### src/source/pmod_macros.svh
/*
 * Shared constants for the codec subsystem: sample format, channel count,
 * gain fraction, serial timing and APB register map. Include before use.
 */
`ifndef PMOD_MACROS_SVH
`define PMOD_MACROS_SVH

// Sample format
`define PMOD_SAMPLE_W   16
`define PMOD_N_CH       4
// Gain is unsigned fixed point, unity is 1 << frac
`define PMOD_CAL_FRAC   10

// Serial timing in clk cycles
`define PMOD_BIT_DIV    2
`define PMOD_PDN_CYCLES 16

// Jack mask register, coefficient words sit below it
`define PMOD_REG_JACK   8'h20

`endif

### src/source/pmod_pkg.sv
/*
 * Types shared by the codec subsystem and its testbench, plus the
 * saturation helper used by calibration and the DSP core.
 */
`include "pmod_macros.svh"

package pmod_pkg;

    typedef logic signed [`PMOD_SAMPLE_W-1:0] sample_t;

    // ch0 is the MSB field, so it leaves the serializer first
    typedef struct packed {
        sample_t ch0;
        sample_t ch1;
        sample_t ch2;
        sample_t ch3;
    } frame_t;

    // Gain in the upper half of the register word
    typedef struct packed {
        logic [15:0] gain;
        sample_t     offset;
    } cal_coef_t;

    typedef struct packed {
        logic        psel;
        logic        penable;
        logic        pwrite;
        logic [7:0]  paddr;
        logic [31:0] pwdata;
    } apb_req_t;

    typedef struct packed {
        logic [31:0] prdata;
        logic        pready;
        logic        pslverr;
    } apb_rsp_t;

    // Wide enough for a 17x17 signed product
    localparam int ACC_W = 2 * `PMOD_SAMPLE_W + 2;
    localparam logic signed [ACC_W-1:0] SMAX = ACC_W'(2 ** (`PMOD_SAMPLE_W - 1) - 1);
    localparam logic signed [ACC_W-1:0] SMIN = -SMAX - 1;

    // Clamp a wide intermediate into the sample range
    function automatic sample_t sat_sample(input logic signed [ACC_W-1:0] v);
        if (v > SMAX) begin
            return sample_t'(SMAX);
        end
        if (v < SMIN) begin
            return sample_t'(SMIN);
        end
        return sample_t'(v);
    endfunction

endpackage

### src/source/codec_tdm.sv
/*
 * TDM engine for an AK4619-style codec. Holds the codec in power-down after
 * reset, then runs bick/lrck, shifts the DAC frame out on sdin1 and collects
 * the ADC frame from sdout1, publishing it with a one-cycle strobe.
 */
`include "pmod_macros.svh"

module codec_tdm
    import pmod_pkg::*;
(
    input  logic   clk,
    input  logic   rst_n,
    output logic   pdn,
    output logic   bick,
    output logic   lrck,
    output logic   sdin1,
    input  logic   sdout1,
    input  frame_t dac_frame,
    output frame_t adc_frame,
    output logic   frame_strobe
);

    localparam int FRAME_BITS = `PMOD_N_CH * `PMOD_SAMPLE_W;
    localparam int BIT_W      = $clog2(FRAME_BITS);
    localparam int DIV_W      = (`PMOD_BIT_DIV > 2) ? $clog2(`PMOD_BIT_DIV) : 1;
    localparam int PDN_W      = $clog2(`PMOD_PDN_CYCLES);

    logic [PDN_W-1:0]      pdn_cnt;
    logic [DIV_W-1:0]      div_cnt;
    logic [BIT_W-1:0]      bit_cnt;
    logic [FRAME_BITS-1:0] dac_shift;
    logic [FRAME_BITS-1:0] adc_shift;
    logic                  bit_end;
    logic                  sample_pt;

    // Last cycle of a bit period; bick falls on the following edge
    assign bit_end   = (div_cnt == DIV_W'(`PMOD_BIT_DIV - 1));
    // Edge on which bick rises
    assign sample_pt = (div_cnt == DIV_W'(`PMOD_BIT_DIV / 2 - 1));

    // Low half then high half of each bit period
    assign bick  = (div_cnt >= DIV_W'(`PMOD_BIT_DIV / 2));
    // Slots 0-1 high, slots 2-3 low
    assign lrck  = pdn & (bit_cnt < BIT_W'(FRAME_BITS / 2));
    assign sdin1 = pdn & dac_shift[FRAME_BITS-1];

    // Power-down release
    always_ff @(posedge clk) begin
        if (!rst_n) begin
            pdn     <= 1'b0;
            pdn_cnt <= '0;
        end else if (!pdn) begin
            pdn_cnt <= pdn_cnt + 1'b1;
            if (pdn_cnt == PDN_W'(`PMOD_PDN_CYCLES - 1)) begin
                pdn <= 1'b1;
            end
        end
    end

    // ADC bits collected MSB first, ch0 lands in the top field
    always_ff @(posedge clk) begin
        if (pdn && sample_pt) begin
            adc_shift <= {adc_shift[FRAME_BITS-2:0], sdout1};
        end
    end

    always_ff @(posedge clk) begin
        if (!rst_n) begin
            div_cnt      <= '0;
            bit_cnt      <= '0;
            dac_shift    <= '0;
            adc_frame    <= '0;
            frame_strobe <= 1'b0;
        end else begin
            frame_strobe <= 1'b0;
            if (!pdn) begin
                // Keep the first frame ready for when the clocks start
                dac_shift <= dac_frame;
            end else if (bit_end) begin
                div_cnt <= '0;
                if (bit_cnt == BIT_W'(FRAME_BITS - 1)) begin
                    // Frame boundary
                    bit_cnt      <= '0;
                    dac_shift    <= dac_frame;
                    adc_frame    <= adc_shift;
                    frame_strobe <= 1'b1;
                end else begin
                    bit_cnt   <= bit_cnt + 1'b1;
                    dac_shift <= {dac_shift[FRAME_BITS-2:0], 1'b0};
                end
            end else begin
                div_cnt <= div_cnt + 1'b1;
            end
        end
    end

endmodule

### src/source/cal_regs.sv
/*
 * APB register file for calibration: eight offset/gain words (inputs then
 * outputs, four bytes apart) and the jack-present mask above them.
 */
`include "pmod_macros.svh"

module cal_regs
    import pmod_pkg::*;
(
    input  logic                  clk,
    input  logic                  rst_n,
    input  apb_req_t              apb_req,
    output apb_rsp_t              apb_rsp,
    output cal_coef_t             coef_in [`PMOD_N_CH],
    output cal_coef_t             coef_out [`PMOD_N_CH],
    output logic [`PMOD_N_CH-1:0] jack
);

    cal_coef_t             coef_q [2*`PMOD_N_CH];
    logic [`PMOD_N_CH-1:0] jack_q;
    logic                  access;
    logic                  hit_coef;
    logic                  hit_jack;
    logic [2:0]            idx;

    // Access phase of a transfer
    assign access   = apb_req.psel & apb_req.penable;
    assign hit_coef = (apb_req.paddr < `PMOD_REG_JACK);
    assign hit_jack = (apb_req.paddr == `PMOD_REG_JACK);
    // Word index, byte lanes ignored
    assign idx      = apb_req.paddr[4:2];

    always_ff @(posedge clk) begin
        if (!rst_n) begin
            // Unity gain, no offset, all jacks present
            for (int i = 0; i < 2 * `PMOD_N_CH; i++) begin
                coef_q[i].gain   <= 16'(1 << `PMOD_CAL_FRAC);
                coef_q[i].offset <= '0;
            end
            jack_q <= '1;
        end else if (access && apb_req.pwrite) begin
            if (hit_coef) begin
                coef_q[idx] <= cal_coef_t'(apb_req.pwdata);
            end else if (hit_jack) begin
                jack_q <= apb_req.pwdata[`PMOD_N_CH-1:0];
            end
        end
    end

    // Zero wait states; error only for the unmapped range
    always_comb begin
        apb_rsp.pready  = 1'b1;
        apb_rsp.pslverr = access & ~(hit_coef | hit_jack);
        apb_rsp.prdata  = '0;
        if (hit_coef) begin
            apb_rsp.prdata = coef_q[idx];
        end else if (hit_jack) begin
            apb_rsp.prdata = 32'(jack_q);
        end
    end

    for (genvar i = 0; i < `PMOD_N_CH; i++) begin : g_coef
        assign coef_in[i]  = coef_q[i];
        assign coef_out[i] = coef_q[`PMOD_N_CH + i];
    end

    assign jack = jack_q;

endmodule

### src/source/cal_pipe.sv
/*
 * Per-frame calibration: applies offset and gain to the ADC frame (after
 * undoing the front-end inversion) and to the core output, one channel per
 * cycle through a shared multiplier. Unplugged inputs read as zero.
 */
`include "pmod_macros.svh"

module cal_pipe
    import pmod_pkg::*;
(
    input  logic                  clk,
    input  logic                  rst_n,
    input  logic                  frame_strobe,
    input  frame_t                adc_frame,
    input  frame_t                core_frame,
    input  cal_coef_t             coef_in [`PMOD_N_CH],
    input  cal_coef_t             coef_out [`PMOD_N_CH],
    input  logic [`PMOD_N_CH-1:0] jack,
    output frame_t                cal_in_frame,
    output logic                  cal_valid,
    output frame_t                dac_frame
);

    localparam int N_STEP = 2 * `PMOD_N_CH;
    localparam int STEP_W = $clog2(N_STEP);

    sample_t                  src [N_STEP];
    sample_t                  res_q [N_STEP];
    logic [STEP_W-1:0]        step;
    logic                     busy;
    cal_coef_t                coef_sel;
    logic signed [16:0]       sum;
    logic signed [16:0]       gain_s;
    logic signed [ACC_W-1:0]  prod;
    sample_t                  cal_res;
    logic                     jack_ok;

    // Upper half of the sequence handles the outputs
    assign coef_sel = step[2] ? coef_out[step[1:0]] : coef_in[step[1:0]];
    assign sum      = src[step] + coef_sel.offset;
    assign gain_s   = signed'({1'b0, coef_sel.gain});
    assign prod     = sum * gain_s;
    // Output channels ignore the jack mask
    assign jack_ok  = step[2] | jack[step[1:0]];
    assign cal_res  = jack_ok ? sat_sample(prod >>> `PMOD_CAL_FRAC) : '0;

    // Snapshot both directions at the frame strobe
    always_ff @(posedge clk) begin
        if (frame_strobe) begin
            // Front end inverts the inputs
            src[0] <= ~adc_frame.ch0;
            src[1] <= ~adc_frame.ch1;
            src[2] <= ~adc_frame.ch2;
            src[3] <= ~adc_frame.ch3;
            // Core result from the previous frame
            src[4] <= core_frame.ch0;
            src[5] <= core_frame.ch1;
            src[6] <= core_frame.ch2;
            src[7] <= core_frame.ch3;
        end
        if (busy) begin
            res_q[step] <= cal_res;
        end
    end

    always_ff @(posedge clk) begin
        if (!rst_n) begin
            busy         <= 1'b0;
            step         <= '0;
            cal_valid    <= 1'b0;
            cal_in_frame <= '0;
            dac_frame    <= '0;
        end else begin
            cal_valid <= 1'b0;
            if (frame_strobe) begin
                busy <= 1'b1;
                step <= '0;
            end else if (busy) begin
                step <= step + 1'b1;
                if (step == STEP_W'(`PMOD_N_CH - 1)) begin
                    // Inputs done, hand them to the core
                    cal_in_frame <= '{res_q[0], res_q[1], res_q[2], cal_res};
                    cal_valid    <= 1'b1;
                end
                if (step == STEP_W'(N_STEP - 1)) begin
                    dac_frame <= '{res_q[4], res_q[5], res_q[6], cal_res};
                    busy      <= 1'b0;
                end
            end
        end
    end

endmodule

### src/source/vca_core.sv
/*
 * DSP core: voltage-controlled amplifier on channel 0 with channel 1 as the
 * control input, channels 1-3 passed through. Updates once per frame.
 */
`include "pmod_macros.svh"

module vca_core
    import pmod_pkg::*;
(
    input  logic   clk,
    input  logic   rst_n,
    input  logic   cal_valid,
    input  frame_t cal_in_frame,
    output frame_t core_frame
);

    logic signed [ACC_W-1:0] prod;
    sample_t                 vca_out;

    // Signal times control, Q15 scaling
    assign prod    = cal_in_frame.ch0 * cal_in_frame.ch1;
    // Only full negative times full negative overflows
    assign vca_out = sat_sample(prod >>> (`PMOD_SAMPLE_W - 1));

    always_ff @(posedge clk) begin
        if (!rst_n) begin
            core_frame <= '0;
        end else if (cal_valid) begin
            core_frame.ch0 <= vca_out;
            // Pass-through channels
            core_frame.ch1 <= cal_in_frame.ch1;
            core_frame.ch2 <= cal_in_frame.ch2;
            core_frame.ch3 <= cal_in_frame.ch3;
        end
    end

endmodule

### src/source/pmod_top.sv
/*
 * Top level of the codec subsystem: TDM engine, calibration, VCA core and
 * the APB register block. The host programs calibration over APB.
 */
`include "pmod_macros.svh"

module pmod_top
    import pmod_pkg::*;
(
    input  logic     clk,
    input  logic     rst_n,
    output logic     pdn,
    output logic     bick,
    output logic     lrck,
    output logic     sdin1,
    input  logic     sdout1,
    input  apb_req_t apb_req,
    output apb_rsp_t apb_rsp
);

    // Raw frames to and from the codec
    frame_t                adc_frame;
    frame_t                dac_frame;
    logic                  frame_strobe;
    // Calibrated inputs and core output
    frame_t                cal_in_frame;
    logic                  cal_valid;
    frame_t                core_frame;
    // Register contents
    cal_coef_t             coef_in [`PMOD_N_CH];
    cal_coef_t             coef_out [`PMOD_N_CH];
    logic [`PMOD_N_CH-1:0] jack;

    codec_tdm u_codec (
        .clk          (clk),
        .rst_n        (rst_n),
        .pdn          (pdn),
        .bick         (bick),
        .lrck         (lrck),
        .sdin1        (sdin1),
        .sdout1       (sdout1),
        .dac_frame    (dac_frame),
        .adc_frame    (adc_frame),
        .frame_strobe (frame_strobe)
    );

    cal_regs u_regs (
        .clk      (clk),
        .rst_n    (rst_n),
        .apb_req  (apb_req),
        .apb_rsp  (apb_rsp),
        .coef_in  (coef_in),
        .coef_out (coef_out),
        .jack     (jack)
    );

    // Core output returns through the output half of calibration
    cal_pipe u_cal (
        .clk          (clk),
        .rst_n        (rst_n),
        .frame_strobe (frame_strobe),
        .adc_frame    (adc_frame),
        .core_frame   (core_frame),
        .coef_in      (coef_in),
        .coef_out     (coef_out),
        .jack         (jack),
        .cal_in_frame (cal_in_frame),
        .cal_valid    (cal_valid),
        .dac_frame    (dac_frame)
    );

    vca_core u_core (
        .clk          (clk),
        .rst_n        (rst_n),
        .cal_valid    (cal_valid),
        .cal_in_frame (cal_in_frame),
        .core_frame   (core_frame)
    );

endmodule

### config.mk
export PLATFORM = sky130hd
export DESIGN_NAME = pmod_top
export DESIGN_NICKNAME = d
export VERILOG_FILES = /design/src/source/pmod_pkg.sv /design/src/source/codec_tdm.sv /design/src/source/cal_regs.sv /design/src/source/cal_pipe.sv /design/src/source/vca_core.sv /design/src/source/pmod_top.sv
export VERILOG_INCLUDE_DIRS = /design/src /design/src/source
export SDC_FILE = /design/constraint.sdc
export NUM_CORES = 2
export LEC_CHECK = 0
export BUFFER_PORTS_ARGS = -buffer_cell sky130_fd_sc_hd__buf_2
export CORE_MARGIN = 2
export CORE_UTILIZATION = 40
export DETAILED_ROUTE_END_ITERATION = 7
export PLACE_DENSITY_LB_ADDON = 0.12
export SLEW_MARGIN = 15
export SYNTH_ARGS = -nofsm -noshare
export SYNTH_HDL_FRONTEND = slang
export SYNTH_SLANG_ARGS = --single-unit
### constraint.sdc
create_clock -name clk -period 22.9 [get_ports clk]
set_input_delay 4.58 -clock clk [delete_from_list [all_inputs] [get_ports clk]]
set_output_delay 4.58 -clock clk [all_outputs]
set_load 0.01 [all_outputs]
**Word level (Yosys, flattened, before mapping)**

Memories as Yosys holds them, arrays and structs flattened. A register that Yosys moved wholly into a read port is not among the register bits.
Cells that the tools add are included.

- Bitwise gates (word level): 17
- $lt $le $gt $ge: 9
- Add/sub/neg operators: 5
- Muxes and demuxes: 52
- $mul: 2
- Reductions and logical operators: 17
- Equal/unequal tests: 6

Operators with widths:

| operator | count |
|---|---|
| $mux W32 | 7 |
| $mux W64 | 3 |
| $mux W16 | 9 |
| $bmux W32 S2 | 2 |
| $not A16 Y16 | 4 |
| $mul A17 B17 Y34 | 1 |
| $mul A16 B16 Y32 | 1 |
| $reduce_or A32 Y1 | 1 |
| $mux W1 | 25 |
| $gt A24 B16 Y1 const B | 1 |
| $lt A24 B16 Y1 const B | 1 |
| $add A16 B16 Y17 | 1 |
| $gt A17 B16 Y1 const B | 1 |
| $lt A17 B16 Y1 const B | 1 |
| $reduce_and A3 Y1 | 5 |
| $mux W3 | 3 |
| $eq A8 B6 Y1 const B | 1 |
| $lt A8 B6 Y1 const B | 1 |
| $add A6 B1 Y6 const B | 1 |
| $eq A6 B6 Y1 const B | 1 |
| $logic_not A1 Y1 | 6 |
| $lt A6 B6 Y1 const B | 1 |
| $mux W6 | 1 |
| $not A1 Y1 | 6 |
| 19 further kinds | 24 |

- Flip-flop bits (word level): 310
- Word-level logic and storage cells: 132
- Memories: 3
- Bits in writable memories: 512
- Input bits: 46
- Output and inout port bits: 38

Memory list:

| memory | depth | bits a word | rd ports | clocked after memory_dff | wr ports | line | source |
|---|---|---|---|---|---|---|---|
| u_regs.coef_q | 8 | 32 | 9 | 0 | 8 | cal_regs.sv:19 | `` cal_coef_t coef_q [2*`PMOD_N_CH]; `` |
| u_cal.res_q | 8 | 16 | 6 | 6 | 1 | cal_pipe.sv:28 | `sample_t res_q [N_STEP];` |
| u_cal.src | 8 | 16 | 1 | 1 | 8 | cal_pipe.sv:27 | `sample_t src [N_STEP];` |

**Depth between registers and ports, before layout**

- Word-level depth: 13
- Gate-level depth with buffers: 48
- Depth with buffers taken out: 39

**By module**

A second synthesis with hierarchy kept.

- Cell total of the unflattened synthesis: 5,488
- Area, all modules: 59,007.8 um^2

By module, submodules not included:

| module | instances | cells each | area an instance (um^2) | seq. area each (um^2) |
|---|---|---|---|---|
| cal_pipe | 1 | 2,540 | 26,623.0 | 9,449.1 |
| vca_core | 1 | 1,308 | 12,147.9 | 1,281.2 |
| cal_regs | 1 | 849 | 11,723.7 | 7,767.4 |
| codec_tdm | 1 | 791 | 8,513.2 | 4,744.6 |

**Least setup slack after synthesis**

Ideal clock, no wire load.

- Path type: flip-flop to flip-flop
- Start point: reg u_cal.step[0]
- End point: mem u_cal.res_q[0][14] (netlist bit), data pin
- Required time: 22,750 ps
- Setup time: 150 ps
- Period minus slack after synthesis: 11,348 ps
- Setup slack: 11,552 ps
- Arrival: 11,198 ps
- Stages on the path, launching flop included: 46
- Buffers on the path: 9
- Cell sequence: dfxtp_1 clkbuf_1 buf_2 buf_2 buf_1 mux4_2 mux2_2 ha_1 inv_1 fa_1 nor2b_1 o21ai_0 a21boi_1 o21ai_0 a21boi_0 o21ai_0 a21oi_1 o41ai_2 [... 10 more ...] xnor2_1 fa_1 fa_1 inv_1 fa_1 inv_1 ha_1 clkbuf_1 and2_1 a2111o_1 a311oi_1 o21ai_0 nor4b_1 nand3_1 o21ai_1 buf_4 a21oi_1 inv_1

- Longest elaborated chain between the ends: 13
- Elaborated cells between the ends (all ways): 22
- Classes of those cells: add/sub: 1; mul: 1; order compare: 2; mux: 16; bitwise: 2

RTL lines:

| item | line | source |
|---|---|---|
| start, declared | cal_pipe.sv:29 | `logic [STEP_W-1:0] step;` |
| start signal, assigned | cal_pipe.sv:79 | `step <= step + 1'b1;` |
| $not A2 Y3 (not written as such) | cal_pipe.sv:39 | `assign coef_sel = step[2] ? coef_out[step[1:0]] : coef_in[step[1:0]];` |
| $bmux W32 S2 | cal_pipe.sv:39 |  |
| $mux W32 (not written as such) (2 in a row) | cal_pipe.sv:39 |  |
| $mux W32 | cal_pipe.sv:39 |  |
| $add A16 B16 Y17 | cal_pipe.sv:40 | `assign sum = src[step] + coef_sel.offset;` |
| $mul A17 B17 Y34 | cal_pipe.sv:42 | `assign prod = sum * gain_s;` |
| $lt A24 B16 Y1 | pmod_pkg.sv:49 | `if (v < SMIN) begin` |
| $mux W1 (2 in a row) | pmod_pkg.sv:49 |  |
| $mux W16 | pmod_pkg.sv:52 | `return sample_t'(v);` |
| $mux W16 | pmod_pkg.sv:49 |  |
| $mux W16 (*) | cal_pipe.sv:45 | `` assign cal_res = jack_ok ? sat_sample(prod >>> `PMOD_CAL_FRAC) : '0; `` |
| via u_cal.cal_res[14] | cal_pipe.sv:35 | `sample_t cal_res;` |
| end, declared | cal_pipe.sv:28 |  |

The timed path passes the listed nets; every way through them passes the cells marked *. The select of a mux whose other input is x is not followed.

**Final worst setup path**

Same ends and word-level chain as after synthesis.

==> summary.md <==
### Timing
- Slew headroom: 11.0%
- setup repair after global routing missed its margin: no
- worst hold margin: 0.426 ns
- setup clock skew after layout: 0.0429 ns
- actual transition at the worst max-transition pin: 1.30 ns
- Peak Freq: 0.0803 GHz
- ratio of final minimum period to clock period: 54.4%
- final hold violations: 0
- Slew Viols, Final: 0
- time the worst path needs with I/O delays and setup: 12.45 ns
- total negative setup slack: 0 ns
- final setup violation count: 0

### GRT
- initial antenna violation count: 9
- maximum number of pins on one net before global-route repair: 142
- number of global-route vias before repair: 38,400
- GRT overflow: 0
- wire length of the first global-routing pass: 239,000 µm
- Overall Global Routing Usage: 22.0%

### CTS
- depth of the CTS H-tree: 3
- # clock sinks: 889
- clock tree root buffer cell: sky130_fd_sc_hd__clkbuf_16
- clock input transition at the sequential cells of the worst setup and hold paths: 0.06 ns
- Post-CTS Repair Setup Buffers: 0
- TritonCTS clock tree: done
- clock network latency to the later pin of the worst-skew pair: 0.68 ns
- buffer levels on the longest clock path: 3
- number of clock buffers inserted by TritonCTS: 90
- Hold Buf Count CTS: 0
- # resized after CTS: 0

### Routing
- post-DR vias/cell: 5.24
- Pre-antenna DRT Iters: 6
- Avg WL per Cell: 21.9 µm
- First DRT Iteration DRCs: 2,713
- total length of routed wires: 154,000 µm
- final antenna-violating net count: 0
- Vias: 36,800
- drc violations: 0

### Setup path
- Crit path largest cell delay: 0.79 ns
- Worst Path Max Fanout: 36
- startpoint types: flip-flop
- CP max stage cell: sky130_fd_sc_hd__dfxtp_4
- endpoint required time on the critical path: 23.30 ns
- cell seen most often among critical-path stages: sky130_fd_sc_hd__fa_1
- Worst Path Class, Setup: flip-flop to flip-flop
- arrival time of data at the critical path endpoint: 12.85 ns
- endpoint kind of the worst setup timing path: flip-flop

### Finish
- Final Util: 44.1%
- fraction of final layout cells sized beyond drive strength 1: 10.0%
- layout filler cell count: 13,300
- Area Overhead vs Synth: 9.58%
- nets: 5,841
- post-route cell area: 61,400 µm²

### Yosys
- Synth Instances: 5,117
- Seq cells post-synth: 889
- leading register cell type out of synthesis: sky130_fd_sc_hd__edfxtp_1
- most repeated cell in the gate-level netlist after synthesis: sky130_fd_sc_hd__inv_1
- share of the synthesized area in the top cell type: 29.2%
- average footprint of a synthesized cell: 10.9 µm²
- Yosys Warn Count: 0
- most numerous cell types in the synthesized netlist: 730 x sky130_fd_sc_hd__inv_1, 653 x sky130_fd_sc_hd__nand2_1, 544 x sky130_fd_sc_hd__edfxtp_1, 533 x sky130_fd_sc_hd__fa_1, 345 x sky130_fd_sc_hd__dfxtp_1
- number of synthesized flops with an enable pin: 544
- net count of the mapped netlist: 5,881
- most area-hungry cell type in the Yosys netlist: sky130_fd_sc_hd__edfxtp_1
- synth unique cells: 70
- post-synthesis instance area: 56,000 µm²
- Post-synth ARST share: 0%
- sequential element share of the synthesized area: 41.5%
- top cells by area in the synthesized netlist: sky130_fd_sc_hd__edfxtp_1 29%, sky130_fd_sc_hd__fa_1 19%, sky130_fd_sc_hd__dfxtp_1 12%, sky130_fd_sc_hd__inv_1 4.9%, sky130_fd_sc_hd__nand2_1 4.4%

### Place
- weighted congestion reported at the end of routability-driven placement: 0.840
- total placed instance area: 58,500 µm²
- detailed placement HPWL: 104,000 µm
- I/O Buffers: 82

### Floorplan
- Die Area: 143,000 µm²
- ports placed on the boundary: 84
- Rows: 137
- Core Area: 139,000 µm²
- starting density of the core: 40.2%
- die width: 378 µm
- floorplan die height: 378 µm

### Run
- Max Cap Violations: 0

### Run status
- status: finished, final reports clean

### Worst hold path
- Hold/Removal Path Class: flip-flop to flip-flop

[stage by stage]
step,setup WS [ns],std cells
6_report,10.45,7033
5_1_grt,9.34,7031
4_1_cts,10.43,7029
3_5_place_dp,10.46,6861
3_3_place_gp,10.70,6861
2_1_floorplan,11.55,5117
[per-layer routing]
layer,share of wire [%],GRT usage [%]
met5,0,0
met4,1.6,4.31
met3,4.8,3.07
met2,48,36.1
met1,46,31.2
[critical path, delay by kind of cell, from the launching register on]
family	cells	cell delay, ns
AOI/OAI and AO/OA	15	3.66
xor gates and xnor gates	1	0.24
adders and majority gates	9	3.80
buffers and inverters	7	1.56
DFF	1	0.79
muxes	2	0.86
and+or+nand+nor	5	1.15
[placed cells by master (no fill, tap or decap), types with 34 or more instances in the layout]
cell	n
sky130_fd_sc_hd__inv_1	728
sky130_fd_sc_hd__buf_2	82
sky130_fd_sc_hd__and2_1	130
sky130_fd_sc_hd__nor2_1	264
sky130_fd_sc_hd__a31oi_1	34
sky130_fd_sc_hd__fa_1	533
sky130_fd_sc_hd__a21oi_1	256
sky130_fd_sc_hd__a22o_1	35
sky130_fd_sc_hd__buf_4	91
sky130_fd_sc_hd__a211oi_1	75
sky130_fd_sc_hd__o21ai_0	65
sky130_fd_sc_hd__nand2_1	651
sky130_fd_sc_hd__mux4_2	97
sky130_fd_sc_hd__nand2b_1	48
sky130_fd_sc_hd__clkbuf_16	91
sky130_fd_sc_hd__mux2i_1	125
sky130_fd_sc_hd__mux2_2	41
sky130_fd_sc_hd__dfxtp_1	339
sky130_fd_sc_hd__ha_1	185
sky130_fd_sc_hd__xnor2_1	59
sky130_fd_sc_hd__edfxtp_1	544
sky130_fd_sc_hd__and3_1	260
sky130_fd_sc_hd__a22oi_1	71
[state kept, by name, summed over array words and instances, names as in the netlist, named ones only]
signal	flops
u_cal.res_q	96
u_codec.bit_end	1
u_cal.busy	1
u_codec.adc_frame	64
u_codec.bit_cnt	6
u_cal.step	3
u_codec.pdn	1
u_cal.cal_valid	1
u_regs.jack	4
u_cal.cal_in_frame	64
u_codec.frame_strobe	1
u_codec.dac_shift	64
u_cal.src	128
u_codec.adc_shift	64
u_cal.dac_frame	64
u_regs.coef_q	256
u_core.core_frame	64
u_codec.pdn_cnt	4
[kinds of logic (layout without fill, tap and decap cells)]
logic type / count (synthesis) / in the layout / synth area share (%)
buffers and inverters: 1035 / 1071 / 6.98
flip-flops: 889 / 889 / 41.5
adder cells (fa/ha/maj): 734 / 734 / 23.5
AND/OR/NAND/NOR: 1452 / 1452 / 12.1
other: 1 / 5 / 0.00670
AO/OA/AOI/OAI: 649 / 649 / 7.49
multiplexers: 266 / 266 / 7.01
XOR/XNOR: 91 / 91 / 1.42
[path summary, 6_finish.rpt]
kind                   endpoint  slack (ns)  cells past startpoint                  start
max          u_cal.res_q[0][14]       10.45                     39          u_cal.step[0]
min reg2reg     u_cal.src[4][8]        0.43                      0  u_core.core_frame[56]
max reg2reg  u_cal.res_q[0][14]       10.45                     39          u_cal.step[0]
min             u_cal.src[4][8]        0.43                      0  u_core.core_frame[56]
[cell type report]
class | count | area, µm² | area share, %
Multi-Input combinational cell | 3193 | 29000 | 47.3
Sequential cell | 889 | 23300 | 37.9
Inverter | 730 | 2750 | 4.48
Clock buffer | 125 | 2470 | 4.03
Tap cell | 1876 | 2350 | 3.82
Timing Repair Buffer | 173 | 1090 | 1.78
Clock inverter | 43 | 424 | 0.691
Antenna cell | 4 | 10.0 | 0.0163
Power is not shown: default switching activity piles up to over one toggle a cycle in this logic, so the estimate is an artifact.
